$ cat config.mk
export PLATFORM = sky130hd
export DESIGN_NAME = proc_host
export DESIGN_NICKNAME = d
export VERILOG_FILES = /design/src/logic/host_bus_pkg.sv /design/src/logic/proc_isa_pkg.sv /design/src/logic/alu_execute.sv /design/src/logic/host_apb_regs.sv /design/src/logic/instr_decode.sv /design/src/logic/operand_mixer.sv /design/src/logic/proc_host.sv /design/src/logic/result_writeback.sv
export VERILOG_INCLUDE_DIRS = /design/src /design/src/logic
export SDC_FILE = /design/constraint.sdc
export NUM_CORES = 2
export LEC_CHECK = 0
export ABC_CLOCK_PERIOD_IN_PS = 34400
export BUFFER_PORTS_ARGS = -buffer_cell sky130_fd_sc_hd__buf_2
export CORE_AREA = 2 2 478 480
export DETAILED_ROUTE_END_ITERATION = 8
export DIE_AREA = 0 0 480 482
export PLACE_DENSITY_LB_ADDON = 0.12
export SLEW_MARGIN = 10
export SYNTH_ARGS = -nofsm -noshare
export SYNTH_HDL_FRONTEND = slang
export SYNTH_SLANG_ARGS = --single-unit
export TNS_END_PERCENT = 100
$ cat constraint.sdc
create_clock -name clk -period 34.4 [get_ports clk]
set_input_delay 5.16 -clock clk [delete_from_list [all_inputs] [get_ports clk]]
set_output_delay 5.16 -clock clk [all_outputs]
set_load 0.02 [all_outputs]
$ cat src/logic/proc_host_cfg.svh
// ##################################################
// Core sizes and reset pattern. PH_XLEN must stay 32 because
// the status word and the instruction layout are fixed at 32 bits
// ##################################################
`ifndef PROC_HOST_CFG_SVH
`define PROC_HOST_CFG_SVH

`define PH_NREGS    32            // General registers, index is 5 bits
`define PH_XLEN     32            // Data path width
`define PH_REG_INIT 32'h76543210  // Register i resets to this plus i
`define PH_PADDR_W  8             // APB address bits

`endif

$ cat src/logic/host_bus_pkg.sv
// ##################################################
// APB register map of the host port, word aligned offsets only
// ##################################################
`include "proc_host_cfg.svh"

package host_bus_pkg;

    localparam logic [`PH_PADDR_W-1:0] REGS_BASE  = 'h00;
    localparam logic [`PH_PADDR_W-1:0] REGS_LAST  = 'h7C;  // One word per register
    localparam logic [`PH_PADDR_W-1:0] INSTR_OFS  = 'h80;  // Write only
    localparam logic [`PH_PADDR_W-1:0] RESULT_OFS = 'h84;  // Read only
    localparam logic [`PH_PADDR_W-1:0] STATUS_OFS = 'h88;  // Read only

    typedef struct packed {
        logic [15:0] rsvd_hi;
        logic [7:0]  retired;  // Wraps at 256
        logic [6:0]  rsvd_lo;
        logic        busy;
    } status_t;

endpackage

$ cat src/logic/proc_isa_pkg.sv
// ##################################################
// Instruction set types. Bits 20:18 of an instruction are ignored
// ##################################################
package proc_isa_pkg;

    typedef enum logic [2:0] {
        OP_ADD, OP_SUB, OP_AND, OP_OR, OP_XOR, OP_SHL, OP_SHR, OP_MIX
    } opcode_t;

    typedef logic [4:0] reg_idx_t;

    // Selects one of the eight byte combiners in the mixer
    typedef enum logic [2:0] {
        MIX_MUL_AB, MIX_CAT_AB, MIX_XOR_CD_E, MIX_SUM_ABC,
        MIX_AND_OR, MIX_ROT_BC, MIX_SWAP_DE, MIX_MUL_AE_X
    } mix_sel_t;

    typedef struct packed {
        logic [7:0] mix_e;    // 31:24
        mix_sel_t   mix_sel;  // 23:21
        logic [2:0] rsvd;     // 20:18
        reg_idx_t   rs2;      // 17:13
        reg_idx_t   rs1;      // 12:8
        reg_idx_t   rd;       // 7:3
        opcode_t    op;       // 2:0
    } instr_t;

endpackage

$ cat src/logic/alu_execute.sv
// ##################################################
// Execute stage, all operations complete in one cycle
// ##################################################
`include "proc_host_cfg.svh"

module alu_execute
    import proc_isa_pkg::*;
(
    input  logic                clk,
    input  logic                rst,
    input  logic                dec_valid,
    input  opcode_t             dec_op,
    input  reg_idx_t            dec_rd,
    input  logic [`PH_XLEN-1:0] dec_a,
    input  logic [`PH_XLEN-1:0] dec_b,
    input  mix_sel_t            dec_sel,
    input  logic [7:0]          dec_e,
    output logic                ex_valid,
    output reg_idx_t            ex_rd,
    output logic [`PH_XLEN-1:0] ex_value
);
    logic [15:0]         mix_y;
    logic [`PH_XLEN-1:0] alu_y;

    // Low half-words of both operands feed the mixer
    operand_mixer i_mixer (
        .a   (dec_a[7:0]),
        .b   (dec_a[15:8]),
        .c   (dec_b[7:0]),
        .d   (dec_b[15:8]),
        .e   (dec_e),
        .sel (dec_sel),
        .y   (mix_y)
    );

    always_comb begin
        case (dec_op)
            OP_ADD:  alu_y = dec_a + dec_b;
            OP_SUB:  alu_y = dec_a - dec_b;
            OP_AND:  alu_y = dec_a & dec_b;
            OP_OR:   alu_y = dec_a | dec_b;
            OP_XOR:  alu_y = dec_a ^ dec_b;
            OP_SHL:  alu_y = dec_a << dec_b[4:0];
            OP_SHR:  alu_y = dec_a >> dec_b[4:0];  // Logical
            OP_MIX:  alu_y = {{(`PH_XLEN - 16){1'b0}}, mix_y};
            default: alu_y = '0;
        endcase
    end

    always_ff @(posedge clk or posedge rst) begin
        if (rst) begin
            ex_valid <= 1'b0;
        end else begin
            ex_valid <= dec_valid;
        end
    end

    always_ff @(posedge clk) begin
        if (dec_valid) begin
            ex_rd    <= dec_rd;
            ex_value <= alu_y;
        end
    end

endmodule

$ cat src/logic/host_apb_regs.sv
// ##################################################
// APB slave. Register accesses wait while the core is busy,
// INSTR writes never wait. Misaligned offsets count as unmapped
// ##################################################
`include "proc_host_cfg.svh"

module host_apb_regs
    import proc_isa_pkg::*;
    import host_bus_pkg::*;
(
    input  logic                   clk,
    input  logic                   rst,
    input  logic [`PH_PADDR_W-1:0] paddr,
    input  logic                   psel,
    input  logic                   penable,
    input  logic                   pwrite,
    input  logic [`PH_XLEN-1:0]    pwdata,
    output logic [`PH_XLEN-1:0]    prdata,
    output logic                   pready,
    output logic                   pslverr,
    input  logic                   busy,
    input  logic [`PH_XLEN-1:0]    result,
    input  logic [7:0]             status_cnt,
    input  logic [`PH_XLEN-1:0]    host_rdata,
    output logic                   instr_valid,
    output logic [`PH_XLEN-1:0]    instr,
    output logic                   host_we,
    output reg_idx_t               host_idx,
    output logic [`PH_XLEN-1:0]    host_wdata
);
    logic    setup;
    logic    access;
    logic    hit_reg;
    logic    hit_instr;
    logic    hit_result;
    logic    hit_status;
    logic    post;
    status_t status_w;

    assign setup  = psel && !penable;
    assign access = psel && penable;

    assign hit_reg    = (paddr <= REGS_LAST) && (paddr[1:0] == 2'b00);
    assign hit_instr  = (paddr == INSTR_OFS);
    assign hit_result = (paddr == RESULT_OFS);
    assign hit_status = (paddr == STATUS_OFS);

    // Latched in the setup phase, so decode sees it during the access cycle
    assign post = setup && pwrite && hit_instr;

    always_ff @(posedge clk or posedge rst) begin
        if (rst) begin
            instr_valid <= 1'b0;
        end else begin
            instr_valid <= post;  // Single cycle, APB needs two per transfer
        end
    end

    always_ff @(posedge clk) begin
        if (post) begin
            instr <= pwdata;
        end
    end

    // Register file port is shared with writeback, so hold the host off
    assign pready = !(access && hit_reg && busy);

    assign host_we    = access && pwrite && hit_reg && !busy;
    assign host_idx   = reg_idx_t'((paddr - REGS_BASE) >> 2);
    assign host_wdata = pwdata;

    assign pslverr = access &&
                     ((pwrite && (hit_result || hit_status)) ||
                      !(hit_reg || hit_instr || hit_result || hit_status));

    always_comb begin
        status_w         = '0;
        status_w.busy    = busy;
        status_w.retired = status_cnt;
        prdata           = '0;  // INSTR and unmapped read as zero
        if (hit_reg) begin
            prdata = host_rdata;
        end else if (hit_result) begin
            prdata = result;
        end else if (hit_status) begin
            prdata = status_w;
        end
    end

endmodule

$ cat src/logic/instr_decode.sv
// ##################################################
// Decode stage. Forwards only from the writeback-bound result,
// which relies on instructions arriving at most every other cycle
// ##################################################
`include "proc_host_cfg.svh"

module instr_decode
    import proc_isa_pkg::*;
(
    input  logic                clk,
    input  logic                rst,
    input  logic                instr_valid,
    input  logic [`PH_XLEN-1:0] instr,
    output reg_idx_t            rs1_idx,
    output reg_idx_t            rs2_idx,
    input  logic [`PH_XLEN-1:0] rs1_val,
    input  logic [`PH_XLEN-1:0] rs2_val,
    input  logic                ex_valid,
    input  reg_idx_t            ex_rd,
    input  logic [`PH_XLEN-1:0] ex_value,
    output logic                dec_valid,
    output opcode_t             dec_op,
    output reg_idx_t            dec_rd,
    output logic [`PH_XLEN-1:0] dec_a,
    output logic [`PH_XLEN-1:0] dec_b,
    output mix_sel_t            dec_sel,
    output logic [7:0]          dec_e
);
    instr_t              fields;
    logic [`PH_XLEN-1:0] op_a;
    logic [`PH_XLEN-1:0] op_b;

    assign fields  = instr;
    assign rs1_idx = fields.rs1;
    assign rs2_idx = fields.rs2;

    // APB pacing keeps execute empty whenever a new instruction is here,
    // so the producer of a dependent operand sits in the ex registers
    assign op_a = (ex_valid && ex_rd == fields.rs1) ? ex_value : rs1_val;
    assign op_b = (ex_valid && ex_rd == fields.rs2) ? ex_value : rs2_val;

    always_ff @(posedge clk or posedge rst) begin
        if (rst) begin
            dec_valid <= 1'b0;
        end else begin
            dec_valid <= instr_valid;
        end
    end

    always_ff @(posedge clk) begin
        if (instr_valid) begin
            dec_op  <= fields.op;
            dec_rd  <= fields.rd;
            dec_a   <= op_a;
            dec_b   <= op_b;
            dec_sel <= fields.mix_sel;
            dec_e   <= fields.mix_e;
        end
    end

endmodule

$ cat src/logic/operand_mixer.sv
// ##################################################
// Combinational byte mixer, five bytes in and 16 bits out
// ##################################################
module operand_mixer
    import proc_isa_pkg::*;
(
    input  logic [7:0]  a,
    input  logic [7:0]  b,
    input  logic [7:0]  c,
    input  logic [7:0]  d,
    input  logic [7:0]  e,
    input  mix_sel_t    sel,
    output logic [15:0] y
);
    logic [31:0] rot_bc;

    // Doubled word so the upper half holds the rotated value
    assign rot_bc = {b, c, b, c} << e[3:0];

    always_comb begin
        case (sel)
            MIX_MUL_AB:   y = {8'h00, a} * {8'h00, b};
            MIX_CAT_AB:   y = {a, b};
            MIX_XOR_CD_E: y = {c ^ d, e};
            MIX_SUM_ABC:  y = 16'(a) + 16'(b) + 16'(c);
            MIX_AND_OR:   y = {a & e, d | e};
            MIX_ROT_BC:   y = rot_bc[31:16];
            MIX_SWAP_DE:  y = {e, d} & 16'hF0F0;
            MIX_MUL_AE_X: y = ({8'h00, a} * {8'h00, e}) ^ 16'h00FF;
            default:      y = '0;
        endcase
    end

endmodule

$ cat src/logic/proc_host.sv
// ##################################################
// Three stage core behind an APB slave. Results land 3 cycles
// after the INSTR access cycle
// ##################################################
`include "proc_host_cfg.svh"

module proc_host
    import proc_isa_pkg::*;
(
    input  logic                   clk,
    input  logic                   rst,
    input  logic [`PH_PADDR_W-1:0] paddr,
    input  logic                   psel,
    input  logic                   penable,
    input  logic                   pwrite,
    input  logic [`PH_XLEN-1:0]    pwdata,
    output logic [`PH_XLEN-1:0]    prdata,
    output logic                   pready,
    output logic                   pslverr
);
    logic                busy;
    logic                instr_valid;
    logic [`PH_XLEN-1:0] instr;
    logic                host_we;
    reg_idx_t            host_idx;
    logic [`PH_XLEN-1:0] host_wdata;
    logic [`PH_XLEN-1:0] host_rdata;
    logic [`PH_XLEN-1:0] result;
    logic [7:0]          status_cnt;
    reg_idx_t            rs1_idx;
    reg_idx_t            rs2_idx;
    logic [`PH_XLEN-1:0] rs1_val;
    logic [`PH_XLEN-1:0] rs2_val;
    logic                dec_valid;
    opcode_t             dec_op;
    reg_idx_t            dec_rd;
    logic [`PH_XLEN-1:0] dec_a;
    logic [`PH_XLEN-1:0] dec_b;
    mix_sel_t            dec_sel;
    logic [7:0]          dec_e;
    logic                ex_valid;
    reg_idx_t            ex_rd;
    logic [`PH_XLEN-1:0] ex_value;

    assign busy = instr_valid | dec_valid | ex_valid;  // Any stage occupied

    host_apb_regs i_apb (
        .clk, .rst, .paddr, .psel, .penable, .pwrite, .pwdata,
        .prdata, .pready, .pslverr,
        .busy, .result, .status_cnt, .host_rdata,
        .instr_valid, .instr, .host_we, .host_idx, .host_wdata
    );

    instr_decode i_decode (
        .clk, .rst, .instr_valid, .instr,
        .rs1_idx, .rs2_idx, .rs1_val, .rs2_val,
        .ex_valid, .ex_rd, .ex_value,
        .dec_valid, .dec_op, .dec_rd, .dec_a, .dec_b, .dec_sel, .dec_e
    );

    alu_execute i_execute (
        .clk, .rst,
        .dec_valid, .dec_op, .dec_rd, .dec_a, .dec_b, .dec_sel, .dec_e,
        .ex_valid, .ex_rd, .ex_value
    );

    result_writeback i_writeback (
        .clk, .rst, .ex_valid, .ex_rd, .ex_value,
        .rs1_idx, .rs2_idx, .rs1_val, .rs2_val,
        .host_we, .host_idx, .host_wdata,
        .host_rdata, .result, .status_cnt
    );

endmodule

$ cat src/logic/result_writeback.sv
// ##################################################
// Register file and result. Pipeline write wins over a host write
// ##################################################
`include "proc_host_cfg.svh"

module result_writeback
    import proc_isa_pkg::*;
(
    input  logic                clk,
    input  logic                rst,
    input  logic                ex_valid,
    input  reg_idx_t            ex_rd,
    input  logic [`PH_XLEN-1:0] ex_value,
    input  reg_idx_t            rs1_idx,
    input  reg_idx_t            rs2_idx,
    output logic [`PH_XLEN-1:0] rs1_val,
    output logic [`PH_XLEN-1:0] rs2_val,
    input  logic                host_we,
    input  reg_idx_t            host_idx,
    input  logic [`PH_XLEN-1:0] host_wdata,
    output logic [`PH_XLEN-1:0] host_rdata,
    output logic [`PH_XLEN-1:0] result,
    output logic [7:0]          status_cnt
);
    logic [`PH_XLEN-1:0] regs [`PH_NREGS];

    always_ff @(posedge clk or posedge rst) begin
        if (rst) begin
            for (int i = 0; i < `PH_NREGS; i++) begin
                regs[i] <= `PH_XLEN'(`PH_REG_INIT + i);
            end
            result     <= '0;
            status_cnt <= '0;
        end else if (ex_valid) begin
            regs[ex_rd] <= ex_value;  // r0 is an ordinary register
            result      <= ex_value;
            status_cnt  <= status_cnt + 8'd1;
        end else if (host_we) begin
            regs[host_idx] <= host_wdata;
        end
    end

    assign rs1_val    = regs[rs1_idx];
    assign rs2_val    = regs[rs2_idx];
    assign host_rdata = regs[host_idx];

endmodule

==> results.cfg <==
[power]
power.density_nw_per_um2 = 34.5
ir_worst_vdd_v = 0.0000593
p_leak_nw = 35.8

[logic_synthesis]
synth_top_area_share_pct = 23.3
synth_xor_area_share_pct = 0.984
ys_ff_latch = 1216
synthSimpleGateAreaFrac_pct = 8.12
seq_area_frac_synth_pct = 35.3
synth_fp_nets = 8848
synthFlopType = dfrtp_1
synth-adder-area-share_pct = 4.30
synthesis.area_um2 = 89900
synth_edf_count = 149
synth_warnings = 0
syn_area_per_cell_um2 = 10.5
yosysTopAreaCell = mux4_2
synth_top_family_by_area = multiplexers
yosys.cell_types.count = 90
synth_compound_area_share_pct = 21.0
synthArstFlopShare_pct = 87.7
synthCells = 8544
synth_mux_area_share_pct = 25.1
synth_area_leaders = mux4_2, dfrtp_1, dfstp_2

[cts]
clockBufferDepth = 3
post_cts_buffers = 0
cts_sinks = 1216
cts_tree = built
worst_skew_pair.late_latency_ns = 0.87
clkSlewWorstSetupHoldPaths_ns = 0.06
holdBufCountCts = 0
numCtsBuffers = 142
cts-root-buf = clkbuf_16
cts_resized = 0
cts_max_level = 4

[min_path]
min_to = i_execute.ex_rd[1]$_DFFE_PP_
min_from = i_decode.dec_rd[1]$_DFFE_PP_
holdCritPathClass = register to register
hold_path_depth = 0

[placement]
pre_cts_slack_ns = 20.12
io_buffers = 78
dpl.hpwl_mm = 266
place.gp.congestion = 0.941

[floorplanning]
coreArea_um2 = 226000
pin_count = 79
start_util_pct = 39.7
die_area_um2 = 231000
rows = 175
die_y_um = 482
die_w_um = 480

[setup_path]
crit_fanout = 27
critPathCaptureType = primary output
path_class = primary input to primary output
r2r-start = i_decode.dec_e[2]$_DFFE_PP_
required_ns = 29.24
worst_setup_path_start_kind = primary input
crit_arrival_ns = 9.20
r2r_slack_ns = 27.75
r2r-end = i_execute.ex_value[15]$_DFFE_PP_
reg2regPathDepth = 18

[routing]
num_vias = 81100
drt_iter0_markers = 11100
via_per_inst = 7.26
wl_mm = 451
drc = 0
firstDrtPassIters = 6
ant_nets = 0
post_drt_wl_per_cell_um = 40.4

[outcome]
status = finished clean

[grt]
overflow = 0
grt_pass1_vias = 77500
grt_pass1_wl_mm = 627
grtUsageTotal_pct = 38.4
grt_max_degree = 150
antenna_found_initial = 38

[timing]
setup_slack_ns = 20.04
relSlewSlack_pct = 8.22
drv_slew = 0
fin_setup_tns_ns = 0
clock.fmax_mhz = 69.6
setup_viol = 0
rsz0062_at_grt = no
fin_crit_sh_pct = 41.8
post-route-min-period_ns = 14.36
finalHoldViolations = 0
worst_pin_slew_ns = 1.36
skew_ns = 0.0468

[finish]
nFillCells = 21300
area_growth_pct = 8.70
num-nets-final = 8307
drive_gt1_share_pct = 25.8

[run]
max_cap_viol_count = 0
-- registers in the layout (all words and copies together) (netlist names), 8 cells and up --
| name | count |
|---|---|
| i_apb.instr | 29 |
| i_decode.dec_b | 32 |
| i_decode.dec_a | 32 |
| i_writeback.status_cnt | 8 |
| i_writeback.result | 32 |
| i_writeback.regs | 1024 |
| i_decode.dec_e | 8 |
| i_execute.ex_value | 32 |
-- cell usage after synthesis, types with 20 or more instances --
| cell type | count |
|---|---|
| clkbuf_1 | 728 |
| nand4_1 | 32 |
| o211ai_1 | 27 |
| a21o_1 | 58 |
| xnor2_1 | 69 |
| nand2b_1 | 28 |
| dfrtp_1 | 619 |
| o221ai_1 | 115 |
| nand2_1 | 324 |
| nor2_1 | 1198 |
| nand3_1 | 29 |
| buf_2 | 83 |
| buf_1 | 207 |
| o22ai_1 | 31 |
| o21a_1 | 105 |
| inv_1 | 178 |
| o21ai_0 | 206 |
| a31oi_1 | 20 |
| xor2_1 | 32 |
| ha_1 | 177 |
| fa_1 | 82 |
| a22o_1 | 57 |
| mux2i_1 | 145 |
| a221oi_1 | 22 |
| mux4_2 | 928 |
| a21oi_1 | 1070 |
| and2_1 | 59 |
| edfxtp_1 | 149 |
| a22oi_1 | 1083 |
| nor3_1 | 26 |
| dfstp_2 | 448 |
-- metrics by stage --
step	instances	hold WS (ns)	utilization, %	total power [mW]	cell area (um2)
after CTS	11100	0.420	43.1	3.37	97600
after detailed placement	10900	0.405	41.0	1.81	92900
final	11200	0.416	43.2	3.37	97700
after global routing	11100	0.418	43.1	3.45	97600
after floorplan	8544	0.400	-	1.71	89900
after global placement	10900	0.405	41.0	1.80	92900
-- power by group --
part	total (mW)	internal, mW	switching, mW
clock network	1.58	0.904	0.679
registers	1.54	1.50	0.0407
logic	0.249	0.0922	0.156
total	3.37	2.50	0.876
-- layer usage --
layer / up-vias / GRT usage [%] / wire (um)
met3: 1583 / 14.6 / 58900
met1: 41500 / 47.4 / 162000
met5: - / 0 / 144
met2: 6212 / 56.1 / 196000
met4: 18 / 25.3 / 33700
li1: 31700 / - / -
-- cells in the final DEF (no fill, tap or decap), types with 58 or more instances in the layout --
cell type and n:
xnor2_1 69, mux2i_1 145, nor2_4 62, nor2_1 1134, buf_4 255, a22oi_1 1083, o21a_1 105, edfxtp_1 149
o221ai_1 115, a21o_1 58, clkbuf_16 148, nand2_1 324, dfrtp_1 616, inv_1 177, dfstp_2 448, buf_2 76
a21oi_1 1070, ha_1 177, mux4_2 928, o21ai_0 206, fa_1 82
-- final cells by class --
type	instances	area (um2)	share of cell area (%)
Multi-Input combinational cell	6114	54300	55.5
Timing Repair Buffer	339	2440	2.50
Antenna cell	32	80.1	0.0820
Tap cell	3009	3760	3.85
Clock inverter	54	514	0.526
Clock buffer	208	4180	4.28
Sequential cell	1216	31700	32.5
Inverter	190	719	0.736
-- logic make-up (layout without fill, tap and decap cells) --
logic type / after synthesis / after routing
muxes: 1085 / 1085
buffers and inverters: 1214 / 791
adders and majority gates: 260 / 260
xor gates and xnor gates: 101 / 101
AOI/OAI and AO/OA: 2897 / 2897
and+or+nand+nor: 1771 / 1771
other: 0 / 32
DFF: 1216 / 1216
-- worst max path at each step --
| stage | slack [ns] | end | start | depth (start not counted) |
|---|---|---|---|---|
| global placement | 20.22 | prdata[30] | paddr[2] | 8 |
| floorplan | 14.89 | i_apb.instr_valid$_DFF_PP0_ | rst | 1 |
| global route | 19.86 | prdata[31] | paddr[2] | 8 |
| CTS | 20.13 | prdata[23] | paddr[2] | 8 |
| detailed placement | 20.12 | prdata[23] | paddr[2] | 8 |
| finish | 20.04 | prdata[10] | paddr[4] | 10 |
-- worst max-delay path: stages --
cell,delay (ns)
buf_2,0.09
buf_4,0.28
nor2_1,0.57
nand2_1,0.30
or3_2,0.56
nor2_4,0.60
buf_4,0.48
a221oi_1,0.15
nor2_1,0.65
buf_2,0.30
No activity file was read; power rests on OpenSTA's default activity.
